## src/verilog/cycle_pkg.sv

```systemverilog
// light-cycle shared definitions: bike state, game-state encoding, key scan codes
package cycle_pkg;

    // ------------------------------------------------------------------
    // widths
    // ------------------------------------------------------------------

    // pixel coordinate width
    localparam int POS_W = 10;
    // grid cell index width, a cell is 4 by 4 pixels
    localparam int CELL_W = 7;

    // ------------------------------------------------------------------
    // types
    // ------------------------------------------------------------------

    // direction of travel
    typedef enum logic [1:0] {
        HEAD_UP,
        HEAD_DOWN,
        HEAD_LEFT,
        HEAD_RIGHT
    } heading_t;

    // one bike, 22 bits
    typedef struct packed {
        logic [POS_W-1:0] x;
        logic [POS_W-1:0] y;
        heading_t         heading;
    } bike_state_t;

    // spawn and play keep the legacy encoding 1 and 2
    typedef enum logic [2:0] {
        ST_IDLE  = 3'd0,
        ST_SPAWN = 3'd1,
        ST_PLAY  = 3'd2,
        ST_OVER  = 3'd3
    } game_state_t;

    typedef enum logic [1:0] {
        WIN_NONE,
        WIN_BLUE,
        WIN_RED,
        WIN_DRAW
    } winner_t;

    // ------------------------------------------------------------------
    // keyboard scan codes
    // ------------------------------------------------------------------

    // blue rider, WASD
    localparam logic [7:0] KEY_W = 8'h1A;
    localparam logic [7:0] KEY_A = 8'h04;
    localparam logic [7:0] KEY_S = 8'h16;
    localparam logic [7:0] KEY_D = 8'h07;
    // red rider, arrow keys
    localparam logic [7:0] KEY_UP    = 8'h52;
    localparam logic [7:0] KEY_LEFT  = 8'h50;
    localparam logic [7:0] KEY_DOWN  = 8'h51;
    localparam logic [7:0] KEY_RIGHT = 8'h4F;
    // starts a round from idle or over
    localparam logic [7:0] KEY_SPACE = 8'h2C;

endpackage

```

## src/verilog/game_control.sv

```systemverilog
// game FSM: idle, spawn, play and over, with the winner decision on a crash
module game_control (
    input  logic                   Clk,
    input  logic                   rst_n,
    input  logic [7:0]             keycode,
    input  logic [1:0]             wall_hit,
    input  logic [1:0]             trail_hit,
    output cycle_pkg::game_state_t state,
    output cycle_pkg::winner_t     winner
);
    import cycle_pkg::*;

    logic [1:0]  hit;
    logic        start;
    game_state_t state_next;
    winner_t     winner_next;

    // bit 0 blue, bit 1 red, from either source
    assign hit   = wall_hit | trail_hit;
    assign start = (keycode == KEY_SPACE);

    // ------------------------------------------------------------------
    // next state
    // ------------------------------------------------------------------
    always_comb
    begin
        state_next  = state;
        winner_next = winner;
        case (state)
            ST_IDLE:
            begin
                if (start)
                    state_next = ST_SPAWN;
            end
            ST_SPAWN:
            begin
                // one cycle to reload bikes and clear the map
                state_next  = ST_PLAY;
                winner_next = WIN_NONE;
            end
            ST_PLAY:
            begin
                if (hit != 2'b00)
                begin
                    state_next = ST_OVER;
                    // the one who did not crash wins
                    case (hit)
                        2'b01:   winner_next = WIN_RED;
                        2'b10:   winner_next = WIN_BLUE;
                        default: winner_next = WIN_DRAW;
                    endcase
                end
            end
            ST_OVER:
            begin
                if (start)
                    state_next = ST_SPAWN;
            end
            default: state_next = ST_IDLE;
        endcase
    end

    always_ff @(posedge Clk)
    begin
        if (!rst_n)
        begin
            state  <= ST_IDLE;
            winner <= WIN_NONE;
        end
        else
        begin
            state  <= state_next;
            winner <= winner_next;
        end
    end

endmodule

```

## config.mk

```make
export PLATFORM = sky130hd
export DESIGN_NAME = game_control
export DESIGN_NICKNAME = d
export VERILOG_FILES = /design/src/verilog/cycle_pkg.sv /design/src/verilog/game_control.sv
export SDC_FILE = /design/constraint.sdc
export NUM_CORES = 1
export LEC_CHECK = 0
export CAP_MARGIN = 20
export CORE_AREA = 8 8 45 47
export CTS_CLUSTER_SIZE = 16
export DETAILED_ROUTE_END_ITERATION = 12
export DIE_AREA = 0 0 53 55
export DONT_BUFFER_PORTS = 1
export PLACE_DENSITY = 0.34
export SKIP_LAST_GASP = 1
export SYNTH_ARGS = -nofsm -noshare
export SYNTH_HDL_FRONTEND = slang
export SYNTH_SLANG_ARGS = --single-unit
```

## constraint.sdc

```tcl
create_clock -name Clk -period 1.65 [get_ports Clk]
set_clock_uncertainty 0.15 [all_clocks]
set_input_delay 0.2475 -clock Clk [delete_from_list [all_inputs] [get_ports Clk]]
set_output_delay 0.2475 -clock Clk [all_outputs]
set_load 0.01 [all_outputs]
```

==> out/metrics.csv <==
stage,metric,value,unit
global_route,routing_layer_with_the_top_usage_in_global_route,met2,
sta,fmax,0.680,GHz
sta,post-route-min-period,1.47,ns
cells_and_area,areaGrowthSynthToFinish,27.1,%
synthesis,synth_area_per_cell,8.92,um2
cells_and_area,drive_gt1_share,25.0,%
synthesis,postSynthCellCount,31,
critical_path,critical_path.reg2reg.startpoint,state[0]$_SDFFE_PN0P_,
synthesis,synthFlopType,dfxtp_1,
sta,number_of_setup_violations_in_the_final_report,0,
route,vias_per_cell,4.54,
route,drc,0,
synthesis,synth_register_bits,4,
route,via_count,236,
synthesis,synth-edff-count,0,
cts,total_clock_buffers_created_by_cts,3,
synthesis,warnings_from_yosys,0,
hold_path,destination_of_the_worst_hold_path,winner[0]$_SDFFE_PN0P_,
synthesis,synth_top_cell_by_area,dfxtp_1,
route,finalWirelength,755,um
floorplanning,floorplan.core_area,1380,um2
global_route,grt_pass1_vias,274,
critical_path,timing.critical_path.to_type,flop,
synthesis,synth.cell_area,277,um2
floorplanning,die_height,55,um
sta,grt_setup_unrepaired,no,
cells_and_area,antenna-diode-count,0,
synthesis,synth-async-reset-ratio,0,%
critical_path,cp_data_required_time,1.62,ns
cells_and_area,finalInstanceArea,352,um2
power,power.ir.vdd_worst,0.485,mV
job,drv.max_cap_violation_count,0,
outcome,outcome,finished clean,
global_route,grt_util_met2,9.18,%
hold_path,min_path_cells,1,
synthesis,synth_top_cells_by_count,"5 x o21ai_0, 4 x dfxtp_1, 3 x ha_1",
cts,cts.htree.levels,1,
placed_design,dpl-instance-area,304,um2
synthesis,synth_top_area_share,29.0,%
critical_path,cp_max_fo,5,
floorplanning,die_w,53,um
placed_design,place_ws,0.132,ns
synthesis,yosys.cell_count.top_type,o21ai_0,
route,detail_route.iter0.violations,6,
synthesis,syn_nets,48,
floorplanning,fp-row-count,14,
cts,cts_max_path_buffers,2,
global_route,antenna_violations_before_repair,0,
global_route,grt_first_pass_wirelength,1.23,mm
global_route,globalRouteTotalUtil,6.28,%
global_route,globalRouteMet1Util,5.02,%
route,postRouteAntennaNets,0,
critical_path,path_class,reg -> reg,
sta,slew_violations,0,
sta,final_min_period_over_clock_period,89.2,%
sta,finalWorstSetupSlack,0.178,ns
route,post_drt_wl_per_cell,14.5,um
sta,final.hold.worst_slack,0.0156,ns
critical_path,critical_path_arrival,1.44,ns
critical_path,reg2reg_depth,6,
power,power-per-cell-area,1510,nW/um2
sta,fin_tns_setup,0,ns
placed_design,routability_cong,0.616,
synthesis,synth_cell_type_count,18,
power,leakage,0.135,nW
route,dr.pass1.iters,3,
cts,clkLatencyLatePin,0.23,ns
global_route,grt_util_met3,7.75,%
floorplanning,starting_density,20.0,%
critical_path,setup.reg_to_reg.worst_slack,0.18,ns
cells_and_area,total_number_of_nets_in_the_final_design,55,
hold_path,worst_hold_startpoint,rst_n,
critical_path,timing.rr.end,state[0]$_SDFFE_PN0P_,
sta,finalHoldViolCount,0,
cts,cts.reportedPaths.clkPinSlew,0.04,ns
cts,tritoncts,done,
cts,clock_tree.root_cell,clkbuf_4,
critical_path,timing.critical_path.from_type,flop,
synthesis,netlist_top_cells_area,"dfxtp_1 29%, ha_1 14%, nor3b_2 9.0%",
placed_design,port_buffers,0,
cts,cts_sinks,4,
global_route,largest_net_degree_at_the_start_of_global_routing,6,
floorplanning,die-area,2920,um2
global_route,overflow,0,
floorplanning,top_level_ports,19,
hold_path,min_path_type,in -> reg,
synthesis,synth_sequential_area_ratio,29.0,%
power,design_power_total,0.000531,W
cells in the final DEF, fill, tap and decap left out, drive strengths merged:
| cell type | instances |
|---|---|
| or2 | 1 |
| dfxtp | 4 |
| nor4b | 1 |
| clkbuf | 3 |
| nor3b | 3 |
| nand2b | 1 |
| nand2 | 1 |
| a21oi | 1 |
| mux2i | 1 |
| buf | 2 |
| dlygate4sd3 | 1 |
| conb | 1 |
| ha | 3 |
| a21boi | 3 |
| inv | 2 |
| nor2 | 2 |
| nand4 | 1 |
| o21ai | 5 |
repair_timing:
action / 4_1_cts / 5_1_grt
hold buffers: 0 / 1
gates resized for setup: 0 / 3
hold endpoints to repair: 0 / 1
setup buffers: 0 / 0
setup endpoints to repair: 0 / 1
where the power goes:
group	switching (W)	total, W	internal, W
Clock	0.0000422	0.000124	0.0000815
Combinational	0.000120	0.000246	0.000126
Sequential	0.0000265	0.000162	0.000135
Total	0.000189	0.000531	0.000343
logic make-up (layout without fill, tap and decap cells):
| family | count (synthesis) | in the layout | synth area share (%) |
|---|---|---|---|
| multiplexers | 1 | 1 | 3.62 |
| flip-flops | 4 | 4 | 29.0 |
| AO/OA/AOI/OAI | 9 | 9 | 19.0 |
| AND/OR/NAND/NOR | 10 | 10 | 28.1 |
| adder cells (fa/ha/maj) | 3 | 3 | 13.6 |
| buffers and inverters | 3 | 8 | 5.43 |
| other | 1 | 1 | 1.36 |
flip-flops by register name, summed over array words and instances, names as in the netlist:
| register | count |
|---|---|
| state | 2 |
| winner | 2 |
cell type report:
type,count,area [um2]
repair buffers,3,25.0
clock buffers,3,22.5
flip-flops and latches,4,80.1
fillers,148,1030
well taps,16,20.0
multi-input cells,24,196
inverters,2,7.51
critical path: stages (launching register included):
cell and delay [ns]:
dfxtp_1 0.30, inv_1 0.06, ha_2 0.21, nor3b_4 0.20, nor3b_4 0.24, a21oi_1 0.08
mux2i_1 0.12
worst max path at each step:
stage                                startpoint                    end  slack [ns]  cells past startpoint
after floorplan           state[0]$_SDFFE_PN0P_  state[0]$_SDFFE_PN0P_        0.12                      6
final                     state[0]$_SDFFE_PN0P_  state[0]$_SDFFE_PN0P_        0.18                      6
after global routing      state[0]$_SDFFE_PN0P_  state[1]$_SDFFE_PN0P_        0.03                      6
after CTS                 state[0]$_SDFFE_PN0P_  state[0]$_SDFFE_PN0P_        0.12                      6
after detailed placement  state[0]$_SDFFE_PN0P_  state[0]$_SDFFE_PN0P_        0.13                      6
after global placement    state[0]$_SDFFE_PN0P_  state[0]$_SDFFE_PN0P_        0.16                      6
per-layer routing:
layer | vias up | share of wire, %
li1 | 116 | -
met1 | 105 | 33
met2 | 15 | 45
met3 | 0 | 21
met4 | 0 | 0
met5 | - | 0
through the flow:
step	utilization (%)	std cells
final	25.4	52
after global placement	22.0	48
after detailed placement	22.0	48
after CTS	23.6	51
after floorplan	-	31
after global routing	25.4	52
No activity file was read; power rests on OpenSTA's default activity.
