`src/verilog/cycle_pkg.sv`:
```
// light-cycle shared definitions: bike state, game-state encoding, key scan codes
package cycle_pkg;

    // ------------------------------------------------------------------
    // widths
    // ------------------------------------------------------------------

    // pixel coordinate width
    localparam int POS_W = 10;
    // grid cell index width, a cell is 4 by 4 pixels
    localparam int CELL_W = 7;

    // ------------------------------------------------------------------
    // types
    // ------------------------------------------------------------------

    // direction of travel
    typedef enum logic [1:0] {
        HEAD_UP,
        HEAD_DOWN,
        HEAD_LEFT,
        HEAD_RIGHT
    } heading_t;

    // one bike, 22 bits
    typedef struct packed {
        logic [POS_W-1:0] x;
        logic [POS_W-1:0] y;
        heading_t         heading;
    } bike_state_t;

    // spawn and play keep the legacy encoding 1 and 2
    typedef enum logic [2:0] {
        ST_IDLE  = 3'd0,
        ST_SPAWN = 3'd1,
        ST_PLAY  = 3'd2,
        ST_OVER  = 3'd3
    } game_state_t;

    typedef enum logic [1:0] {
        WIN_NONE,
        WIN_BLUE,
        WIN_RED,
        WIN_DRAW
    } winner_t;

    // ------------------------------------------------------------------
    // keyboard scan codes
    // ------------------------------------------------------------------

    // blue rider, WASD
    localparam logic [7:0] KEY_W = 8'h1A;
    localparam logic [7:0] KEY_A = 8'h04;
    localparam logic [7:0] KEY_S = 8'h16;
    localparam logic [7:0] KEY_D = 8'h07;
    // red rider, arrow keys
    localparam logic [7:0] KEY_UP    = 8'h52;
    localparam logic [7:0] KEY_LEFT  = 8'h50;
    localparam logic [7:0] KEY_DOWN  = 8'h51;
    localparam logic [7:0] KEY_RIGHT = 8'h4F;
    // starts a round from idle or over
    localparam logic [7:0] KEY_SPACE = 8'h2C;

endpackage

```
`src/verilog/arena.sv`:
```
// playing field: frame edge detect, both bikes and the wall test
module arena #(
    parameter int unsigned X_MIN        = 14,
    parameter int unsigned X_MAX        = 462,
    parameter int unsigned Y_MIN        = 14,
    parameter int unsigned Y_MAX        = 462,
    parameter int unsigned BIKE_SIZE    = 16,
    parameter int unsigned SPAWN_X_BLUE = 76,
    parameter int unsigned SPAWN_X_RED  = 400,
    parameter int unsigned SPAWN_Y      = 240
) (
    input  logic                   Clk,
    input  logic                   rst_n,
    input  logic                   frame_clk,
    input  logic [7:0]             keycode,
    input  cycle_pkg::game_state_t state,
    output cycle_pkg::bike_state_t blue,
    output cycle_pkg::bike_state_t red,
    output logic                   tick,
    output logic [1:0]             wall_hit
);
    import cycle_pkg::*;

    logic frame_sync;
    logic frame_prev;
    logic load;
    logic advance;

    // bike body touches or crosses any of the four walls
    function automatic logic at_wall(input bike_state_t b);
        at_wall = (b.x + BIKE_SIZE >= X_MAX) || (b.x <= X_MIN + BIKE_SIZE) ||
                  (b.y + BIKE_SIZE >= Y_MAX) || (b.y <= Y_MIN + BIKE_SIZE);
    endfunction

    // ------------------------------------------------------------------
    // frame strobe
    // ------------------------------------------------------------------

    // frame_clk is slow, one register then a registered rise detect
    always_ff @(posedge Clk)
    begin
        if (!rst_n)
        begin
            frame_sync <= 1'b0;
            frame_prev <= 1'b0;
            tick       <= 1'b0;
        end
        else
        begin
            frame_sync <= frame_clk;
            frame_prev <= frame_sync;
            tick       <= frame_sync && !frame_prev;
        end
    end

    assign load    = (state == ST_SPAWN);
    assign advance = tick && (state == ST_PLAY);

    // blue starts on the left heading right, red on the right heading left
    bike_motion #(
        .SPAWN_X(SPAWN_X_BLUE), .SPAWN_Y(SPAWN_Y), .SPAWN_HEADING(HEAD_RIGHT),
        .KEY_UP_CODE(KEY_W), .KEY_DOWN_CODE(KEY_S),
        .KEY_LEFT_CODE(KEY_A), .KEY_RIGHT_CODE(KEY_D)
    ) u_blue (
        .Clk(Clk), .rst_n(rst_n), .load(load), .advance(advance),
        .keycode(keycode), .bike(blue)
    );

    bike_motion #(
        .SPAWN_X(SPAWN_X_RED), .SPAWN_Y(SPAWN_Y), .SPAWN_HEADING(HEAD_LEFT),
        .KEY_UP_CODE(KEY_UP), .KEY_DOWN_CODE(KEY_DOWN),
        .KEY_LEFT_CODE(KEY_LEFT), .KEY_RIGHT_CODE(KEY_RIGHT)
    ) u_red (
        .Clk(Clk), .rst_n(rst_n), .load(load), .advance(advance),
        .keycode(keycode), .bike(red)
    );

    // bit 0 blue, bit 1 red; follows the moved positions one cycle later
    always_ff @(posedge Clk)
    begin
        if (!rst_n || load)
            wall_hit <= 2'b00;
        else
            wall_hit <= {at_wall(red), at_wall(blue)};
    end

endmodule

```
`src/verilog/bike_motion.sv`:
```
// single bike: position register, heading and turns limited to the 4-pixel grid
module bike_motion #(
    parameter int unsigned         SPAWN_X        = 76,
    parameter int unsigned         SPAWN_Y        = 240,
    parameter cycle_pkg::heading_t SPAWN_HEADING  = cycle_pkg::HEAD_RIGHT,
    parameter logic [7:0]          KEY_UP_CODE    = cycle_pkg::KEY_W,
    parameter logic [7:0]          KEY_DOWN_CODE  = cycle_pkg::KEY_S,
    parameter logic [7:0]          KEY_LEFT_CODE  = cycle_pkg::KEY_A,
    parameter logic [7:0]          KEY_RIGHT_CODE = cycle_pkg::KEY_D
) (
    input  logic                   Clk,
    input  logic                   rst_n,
    input  logic                   load,
    input  logic                   advance,
    input  logic [7:0]             keycode,
    output cycle_pkg::bike_state_t bike
);
    import cycle_pkg::*;

    heading_t    key_heading;
    logic        key_valid;
    logic        aligned;
    logic        reverse;
    heading_t    heading_next;
    bike_state_t bike_next;

    // heading that points straight back
    function automatic heading_t opposite(input heading_t h);
        case (h)
            HEAD_UP:   opposite = HEAD_DOWN;
            HEAD_DOWN: opposite = HEAD_UP;
            HEAD_LEFT: opposite = HEAD_RIGHT;
            default:   opposite = HEAD_LEFT;
        endcase
    endfunction

    // ------------------------------------------------------------------
    // turn request
    // ------------------------------------------------------------------

    // only this rider's four keys count, anything else is no request
    always_comb
    begin
        key_valid   = 1'b1;
        key_heading = bike.heading;
        case (keycode)
            KEY_UP_CODE:    key_heading = HEAD_UP;
            KEY_DOWN_CODE:  key_heading = HEAD_DOWN;
            KEY_LEFT_CODE:  key_heading = HEAD_LEFT;
            KEY_RIGHT_CODE: key_heading = HEAD_RIGHT;
            default:        key_valid = 1'b0;
        endcase
    end

    // vertical turn needs x on the grid, horizontal turn needs y on it
    always_comb
    begin
        if (key_heading == HEAD_UP || key_heading == HEAD_DOWN)
            aligned = (bike.x[1:0] == 2'b00);
        else
            aligned = (bike.y[1:0] == 2'b00);
    end

    // a U-turn would drive straight into the own trail
    assign reverse = (key_heading == opposite(bike.heading));

    assign heading_next = (key_valid && aligned && !reverse) ? key_heading : bike.heading;

    // ------------------------------------------------------------------
    // step
    // ------------------------------------------------------------------

    // one pixel along the heading chosen in this same step
    always_comb
    begin
        bike_next         = bike;
        bike_next.heading = heading_next;
        case (heading_next)
            HEAD_UP:   bike_next.y = bike.y - 1'b1;
            HEAD_DOWN: bike_next.y = bike.y + 1'b1;
            HEAD_LEFT: bike_next.x = bike.x - 1'b1;
            default:   bike_next.x = bike.x + 1'b1;
        endcase
    end

    // reset and load both put the bike back on its spawn point
    always_ff @(posedge Clk)
    begin
        if (!rst_n || load)
        begin
            bike.x       <= POS_W'(SPAWN_X);
            bike.y       <= POS_W'(SPAWN_Y);
            bike.heading <= SPAWN_HEADING;
        end
        else if (advance)
        begin
            bike <= bike_next;
        end
    end

endmodule

```
`config.mk`:
```
export PLATFORM = sky130hd
export DESIGN_NAME = arena
export DESIGN_NICKNAME = d
export VERILOG_FILES = /design/src/verilog/cycle_pkg.sv /design/src/verilog/arena.sv /design/src/verilog/bike_motion.sv
export SDC_FILE = /design/constraint.sdc
export NUM_CORES = 1
export LEC_CHECK = 0
export ABC_AREA = 1
export BUFFER_PORTS_ARGS = -buffer_cell sky130_fd_sc_hd__buf_4
export CORE_MARGIN = 2
export CORE_UTILIZATION = 53
export DETAILED_ROUTE_END_ITERATION = 8
export PLACE_DENSITY = 0.78
export SLEW_MARGIN = 0
export SYNTH_ARGS = -nofsm -noshare
export SYNTH_HDL_FRONTEND = slang
export SYNTH_SLANG_ARGS = --single-unit
```
`constraint.sdc`:
```
create_clock -name Clk -period 3.8 [get_ports Clk]
set_input_delay 0.76 -clock Clk [delete_from_list [all_inputs] [get_ports Clk]]
set_output_delay 0.76 -clock Clk [all_outputs]
set_load 0.01 [all_outputs]
```
==> implementation parameters, run 1 <==
Parameter                              Value

Outcome
  Result of the run    finished clean

Global route
  Largest net degree at the start of global routing    25
  Global-route wire length before repair    approximately 18000 um
  Vias in the first global route    between 4000 and 5000
  Leftover overflow at the end of global routing    0
  Tot GR Track Use    roughly a quarter
  Number of antenna violations at the first check in global routing    0

Synth
  Sequential area share after synthesis    23.76%
  Syn nets    slightly below 700
  Synthesis-stage register bit count    49
  Yosys warns    0
  Most used standard cell by instance count after synthesis    nand2_1
  Count of cell types in the netlist    43
  Post-synth top area share    around a quarter
  Count of flip-flops with a built-in enable after synthesis    0
  Simple logic cell fraction of the synthesized area    34.91%
  Mux share of post-synthesis cell area    0%
  Cells taking the most area after synthesis    dfxtp_1 (24%), nand2_1 (12%), ha_1 (8.2%), inv_1 (7.6%), nand3_1 (6.4%)
  Fraction of synthesis flops using an asynchronous set or reset pin    0%
  Adder and majority gate portion of the synthesized area    9.152%
  Post-Synthesis Cells    645
  Post-synth design cell area    between 4000 and 5000 sq um
  Top cell types by occurrence after synthesis    nand2_1 (134), inv_1 (84), nor2_1 (63), nand3_1 (53), a21oi_1 (51)
  Cell taking the most area after synthesis    dfxtp_1
  Compound-cell area share of the yosys netlist    17.76%
  Post-synth top flop    dfxtp_1
  Syn Area/Cell    between 6 and 7 sq um
  Xor and xnor area share after synthesis    4.848%
  Largest family of logic cells by synthesized area    simple AND/OR/NAND/NOR gates

Timing
  Worst clock skew on the final layout    0.006885 ns
  Worst slew margin relative to its limit    48.19%
  Number of slew-limit violations in the final report    0
  Worst hold slack after final layout    0.3923 ns
  Final worst path period need    3.502 ns
  Max Clk Rate    between 200 and 300 MHz
  Number of failing setup endpoints in the final timing report    0
  Setup total negative slack    0 ns
  Crit share post-route    between 90% and 100%
  RSZ-0062 raised after global routing    no
  Transition time at the pin with the least slew margin    a little under 0.8 ns
  Final Hold Fails    0

CTS
  CTS H-tree depth    2
  Clock latency of the later-clocked register in the worst-skew pair    just over 0.3 ns
  CTS clock-pin slew for the worst setup and hold paths    roughly 0.10 ns
  Number of clock sinks seen by CTS    49
  TritonCTS clock tree    built
  Root buffer cell    clkbuf_8
  Number of buffers inserted for hold repair after clock tree synthesis    0
  Buffers inserted by post-CTS timing repair    0
  CTS Buf Count    5
  Bufs on Longest Clock Path    2

Detailed routing
  Detailed-route vias per instance    5.361
  DRC errors left    0
  Total via count after detailed routing    ~4500
  Number of nets with antenna violations after detailed routing    0
  Final routed wirelength across all metal layers    10790 um
  Detail-routed net length per standard cell    between 10 and 15 um
  Iter 0 DRT Violations    about 270
  Number of iterations in the first detailed-routing pass    5

Critical path
  Stage delay of the slowest cell on the critical path    about 0.3 ns
  Top cell family by delay on the critical path    simple AND/OR/NAND/NOR gates
  Critical Path End Type    flop
  CP startpoint kind    primary input
  Number of buffer and inverter instances along the worst setup path    6
  Max stage delay cell, worst path    ha_1
  Worst path most repeated cell    nand2_1
  Worst EP required    between 4 and 5 ns
  Critical path class    in -> reg
  Worst path arrival time    3.71 ns
  Highest fanout seen on the critical path    5

Pwr
  Leakage dissipation    around 2.5 nW
  Pwr per Cell Area    around 190 nW/um^2
  IR drop worst, VDD    ~120 uV

Floorplan
  Starting utilization of the core area    53.99%
  Die area    about 8500 sq um
  Core Area    7647 sq um
  DIE HEIGHT    about 90 um
  Number of placed I/O pins    61
  Horizontal die dimension    roughly 92 um
  Number of placement rows    32

Place
  Half-perimeter wire length of the detailed placement result    a little over 8000 um
  Area of placed instances    between 4000 and 5000 sq um
  Global placement routability congestion    ~0.92
  Number of buffer cells added on primary ports    60

Run
  MaxCap Viol Count    0

Cells and area
  Fraction of layout instances using a drive strength above 1    between 20% and 30%
  NumNets Final    about 800
  Layout overhead on the synthesized area    23.61%
  Inserted Diodes    0
  Utilization of the core after routing    66.74%
  Final design instance area without fill    between 5000 and 6000 sq um

Worst hold path
  Hold Path Class    reg -> reg
-- layer usage --
metal | global-route usage (%) | vias to the layer above | wire, um
met5 | 0 | - | 0
met4 | 5.597 | 0 | 88
met3 | 3.287 | 10 | 530
met2 | 42.10 | 132 | 5067
met1 | 36.23 | 2039 | 5101
li1 | - | 2306 | -
-- cells in the final DEF (no fill, tap or decap), drive strengths merged, types with 2 or more instances in the layout --
| master | synthesis | layout |
|---|---|---|
| nand2 | 159 | 159 |
| inv | 94 | 94 |
| buf | 1 | 92 |
| nor2 | 76 | 76 |
| nand3 | 55 | 55 |
| a21oi | 51 | 51 |
| o21ai | 51 | 51 |
| dfxtp | 49 | 49 |
| ha | 27 | 27 |
| xor2 | 15 | 15 |
| xnor2 | 7 | 7 |
| nand4 | 6 | 6 |
| o41ai | 6 | 6 |
| clkbuf | 9 | 6 |
| o211ai | 5 | 5 |
| o22ai | 4 | 4 |
| a31oi | 4 | 4 |
| nor4 | 4 | 4 |
| a2111oi | 3 | 3 |
| or2 | 3 | 3 |
| and3 | 2 | 2 |
| nand3b | 2 | 2 |
| fa | 2 | 2 |
| clkinvlp | 0 | 2 |
-- worst paths after layout --
kind                  start              end  slack, ns  cells after the start
max reg2reg  u_blue.bike[1]  u_blue.bike[10]       0.70                     21
max              keycode[0]  u_blue.bike[10]       0.30                     27
min              frame_prev             tick       0.39                      1
min reg2reg      frame_prev             tick       0.39                      1
-- what timing repair did --
| item | 4_1_cts | 5_1_grt |
|---|---|---|
| hold endpoints to repair | 0 | 0 |
| resized for setup | 0 | 28 |
| setup endpoints to repair | 0 | 4 |
-- flip-flops by register name (all words and copies together) (netlist names) --
signal       cells
frame_sync       1
frame_prev       1
wall_hit         2
u_red.bike      22
tick             1
u_blue.bike     22
-- worst register-to-register path, cell delays in order, from the launching register on --
cell and delay [ns]:
dfxtp_1 0.44, o21ai_1 0.14, nand3_1 0.12, nand2_1 0.06, nor2_1 0.15, nand2_1 0.07
nand2_1 0.10, nand2_4 0.06, inv_2 0.07, nand3_4 0.09, buf_4 0.15, ha_1 0.30
buf_4 0.16, a21oi_1 0.16, nand2_1 0.11, a21oi_1 0.16, o21ai_0 0.12, a21oi_1 0.15
nor2_1 0.06, nor2_1 0.11, xor2_1 0.16, a21oi_1 0.08
-- layout make-up --
type,count,area (sq um)
Fill cell,672,2544
Tap cell,102,127.6
Sequential cell,49,980.9
Multi-Input combinational cell,491,2860
Inverter,95,356.6
Clock buffer,6,72.57
Timing Repair Buffer,92,690.7
Clock inverter,2,15.01
-- logic make-up (layout without fill, tap and decap cells) --
group                    after synthesis  after routing
buffers and inverters                105            195
flip-flops                            49             49
XOR/XNOR                              22             22
adder cells (fa/ha/maj)               29             29
AND/OR/NAND/NOR                      309            309
AO/OA/AOI/OAI                        131            131
-- metrics by stage --
| stage | instances | worst slack [ns] | total power [W] |
|---|---|---|---|
| after floorplan | 645 | 0.04190 | 0.0006080 |
| after global placement | 829 | -0.1258 | 0.0006504 |
| after detailed placement | 829 | -0.2532 | 0.0006534 |
| after CTS | 837 | 0.07016 | 0.0009657 |
| after global routing | 837 | 0.01028 | 0.001008 |
| final | 837 | 0.2981 | 0.0009639 |
-- where the power goes --
part / switching, W / total, W / internal (W)
logic: 0.0000774 / 0.000125 / 0.0000472
registers: 0.00000457 / 0.000521 / 0.000517
clock network: 0.000188 / 0.000318 / 0.000130
(Power assumes the default switching activity.)
==> run 2: changes to the inputs <==
--- a/config.mk
+++ b/config.mk
@@ -10,6 +10,7 @@
 export CORE_MARGIN = 2
 export CORE_UTILIZATION = 53
 export DETAILED_ROUTE_END_ITERATION = 8
+export MAX_ROUTING_LAYER = met4
 export PLACE_DENSITY = 0.78
 export SLEW_MARGIN = 0
 export SYNTH_ARGS = -nofsm -noshare
==> run 2 against run 1 <==
Clock skew is 0.0021 ns lower. Largest power group unchanged. Sequential share of layout area hardly changed. Highest routed layer unchanged. Critical endpoint is now u_red.bike[11]. Register-to-register slack better by 0.08 ns. Count of clock-buffer cells in the layout did not move.
==> implementation parameters, run 2 (synthesis results as in run 1) <==
Parameter                              Value

Detailed routing
  Number of iterations in the first detailed-routing pass    5
  Detailed-route vias per instance    around 5.5
  Total via count after detailed routing    about 4600
  Iter 0 DRT Violations    between 200 and 300
  DRC errors left    0
  Final routed wirelength across all metal layers    approximately 11000 um
  Number of nets with antenna violations after detailed routing    0
  Detail-routed net length per standard cell    between 10 and 15 um

Cells and area
  Final design instance area without fill    between 5000 and 6000 sq um
  Fraction of layout instances using a drive strength above 1    about a quarter
  Most common library cell in the layout ignoring fill and taps    nand2_1
  Most frequent cells in the layout    nand2_1 (130), buf_4 (91), inv_1 (83), nor2_1 (56), nand3_1 (51)
  Inserted Diodes    0
  Layout overhead on the synthesized area    23.82%
  NumNets Final    slightly below 800
  Largest registers    u_blue.bike (22), u_red.bike (22), wall_hit (2)

Timing
  Number of slew-limit violations in the final report    0
  Final worst path period need    ~3.5 ns
  Transition time at the pin with the least slew margin    0.8030 ns
  Crit share post-route    between 90% and 100%
  Setup total negative slack    0 ns
  Worst slew margin relative to its limit    46.41%
  Number of failing setup endpoints in the final timing report    0
  Max Clk Rate    about 290 MHz
  Final Hold Fails    0
  Worst clock skew on the final layout    roughly 0.0048 ns

Critical path
  Critical path class    in -> reg
  Worst path arrival time    between 3 and 4 ns
  Highest fanout seen on the critical path    4
  Depth of the worst register-to-register path    22
  Critical Path End Type    flop
  CP startpoint kind    primary input
  Worst EP required    4.00 ns

CTS
  CTS clock-pin slew for the worst setup and hold paths    ~0.10 ns
  Root buffer cell    clkbuf_8
  Clock latency of the later-clocked register in the worst-skew pair    about 0.3 ns
  TritonCTS clock tree    built
  CTS H-tree depth    2
  Bufs on Longest Clock Path    2
  Number of clock sinks seen by CTS    49
  Number of buffers inserted for hold repair after clock tree synthesis    0
  CTS Buf Count    5
  Buffers inserted by post-CTS timing repair    0

Global route
  Number of antenna violations at the first check in global routing    0
  Leftover overflow at the end of global routing    0
  Global-route wire length before repair    18320 um
  Largest net degree at the start of global routing    25
  Vias in the first global route    4159
  Tot GR Track Use    between 20% and 30%

Floorplan
  Core Area    roughly 7600 sq um
  DIE HEIGHT    approximately 90 um
  Number of placed I/O pins    61
  Starting utilization of the core area    between 50% and 60%
  Horizontal die dimension    92.27 um
  Number of placement rows    32
  Die area    approximately 8500 sq um

Run
  MaxCap Viol Count    0

Worst hold path
  Hold Path Class    reg -> reg
  Instance count along the most critical hold path    1

Place
  Half-perimeter wire length of the detailed placement result    8228 um
  Global placement routability congestion    0.9365
  Area of placed instances    4908 sq um
  Number of buffer cells added on primary ports    60

Pwr
  Pwr per Cell Area    189.3 nW/um^2
  IR drop worst, VDD    157.1 uV
  Leakage dissipation    2.482 nW

Outcome
  Result of the run    finished clean
run 2: changes by cell type in the layout (fill, tap and decap cells not counted), moves of 2 or more:
cell	previous run	this run
nor2_1	58	56
a21oi_2	4	7
a21oi_1	47	44
o21ai_2	0	2
nor2_2	14	16
nand2_1	128	130
o21ai_1	11	9
run 2: report_power, final:
group	leakage, nW	switching [W]	internal [W]
Clock	0.0374	0.000190	0.000130
Sequential	0.396	0.00000469	0.000517
Combinational	2.05	0.0000787	0.0000473
Total	2.48	0.000274	0.000694
run 2: cell type report:
class                   count  area (sq um)
multi-input cells         491          2877
well taps                 102         127.6
repair buffers             91         683.2
fillers                   712          2535
clock buffers               6         72.57
inverters                  95         356.6
flip-flops and latches     49         980.9
clock inverters             2         15.01
run 2: metal layers:
layer	routed length [um]	global-route usage [%]
met5	0	-
met4	135	6.716
met3	469	3.698
met2	5280	44.18
met1	5186	34.33
run 2: final timing paths:
check               endpoint  slack (ns)             from
min                     tick        0.41       frame_prev
max           u_red.bike[11]        0.32       keycode[5]
max reg2reg  u_blue.bike[10]        0.78  u_blue.bike[12]
min reg2reg             tick        0.41       frame_prev
run 2: timing repair:
action	4_1_cts	5_1_grt
setup endpoints to repair	0	6
endpoints found under the hold margin	0	0
resized for setup	0	33
run 2: metrics by stage:
step | instances | setup WS (ns) | util, % | hold slack [ns] | power (W)
finish | 836 | 0.3211 | 66.85 | 0.4128 | 0.0009680
global route | 836 | -0.05078 | 66.85 | 0.4205 | 0.001007
CTS | 836 | 0.04553 | 65.33 | 0.4033 | 0.0009687
detailed placement | 828 | -0.2645 | 64.19 | 0.3805 | 0.0006538
floorplan | 645 | 0.04190 | - | 0.3680 | 0.0006080
global placement | 828 | -0.1528 | 64.19 | 0.3737 | 0.0006502
run 2: worst max-delay path, stage by stage:
cell     delay [ns]
buf_4          0.12
nor2_2         0.15
nand2_1        0.09
nor2_1         0.13
nor2_2         0.07
nand2_1        0.09
nand2_1        0.09
nor2_4         0.13
nand2_1        0.08
nand2_2        0.08
nand2_4        0.04
inv_1          0.09
nand2_2        0.11
ha_4           0.24
a21oi_1        0.13
nand2_1        0.10
a21oi_2        0.14
o21ai_2        0.07
nand2_1        0.06
nand2_1        0.07
a21oi_2        0.14
nor2_1         0.07
o21ai_1        0.12
nand2_1        0.08
a21oi_1        0.12
o21ai_1        0.10
o21ai_1        0.14
a21oi_1        0.05
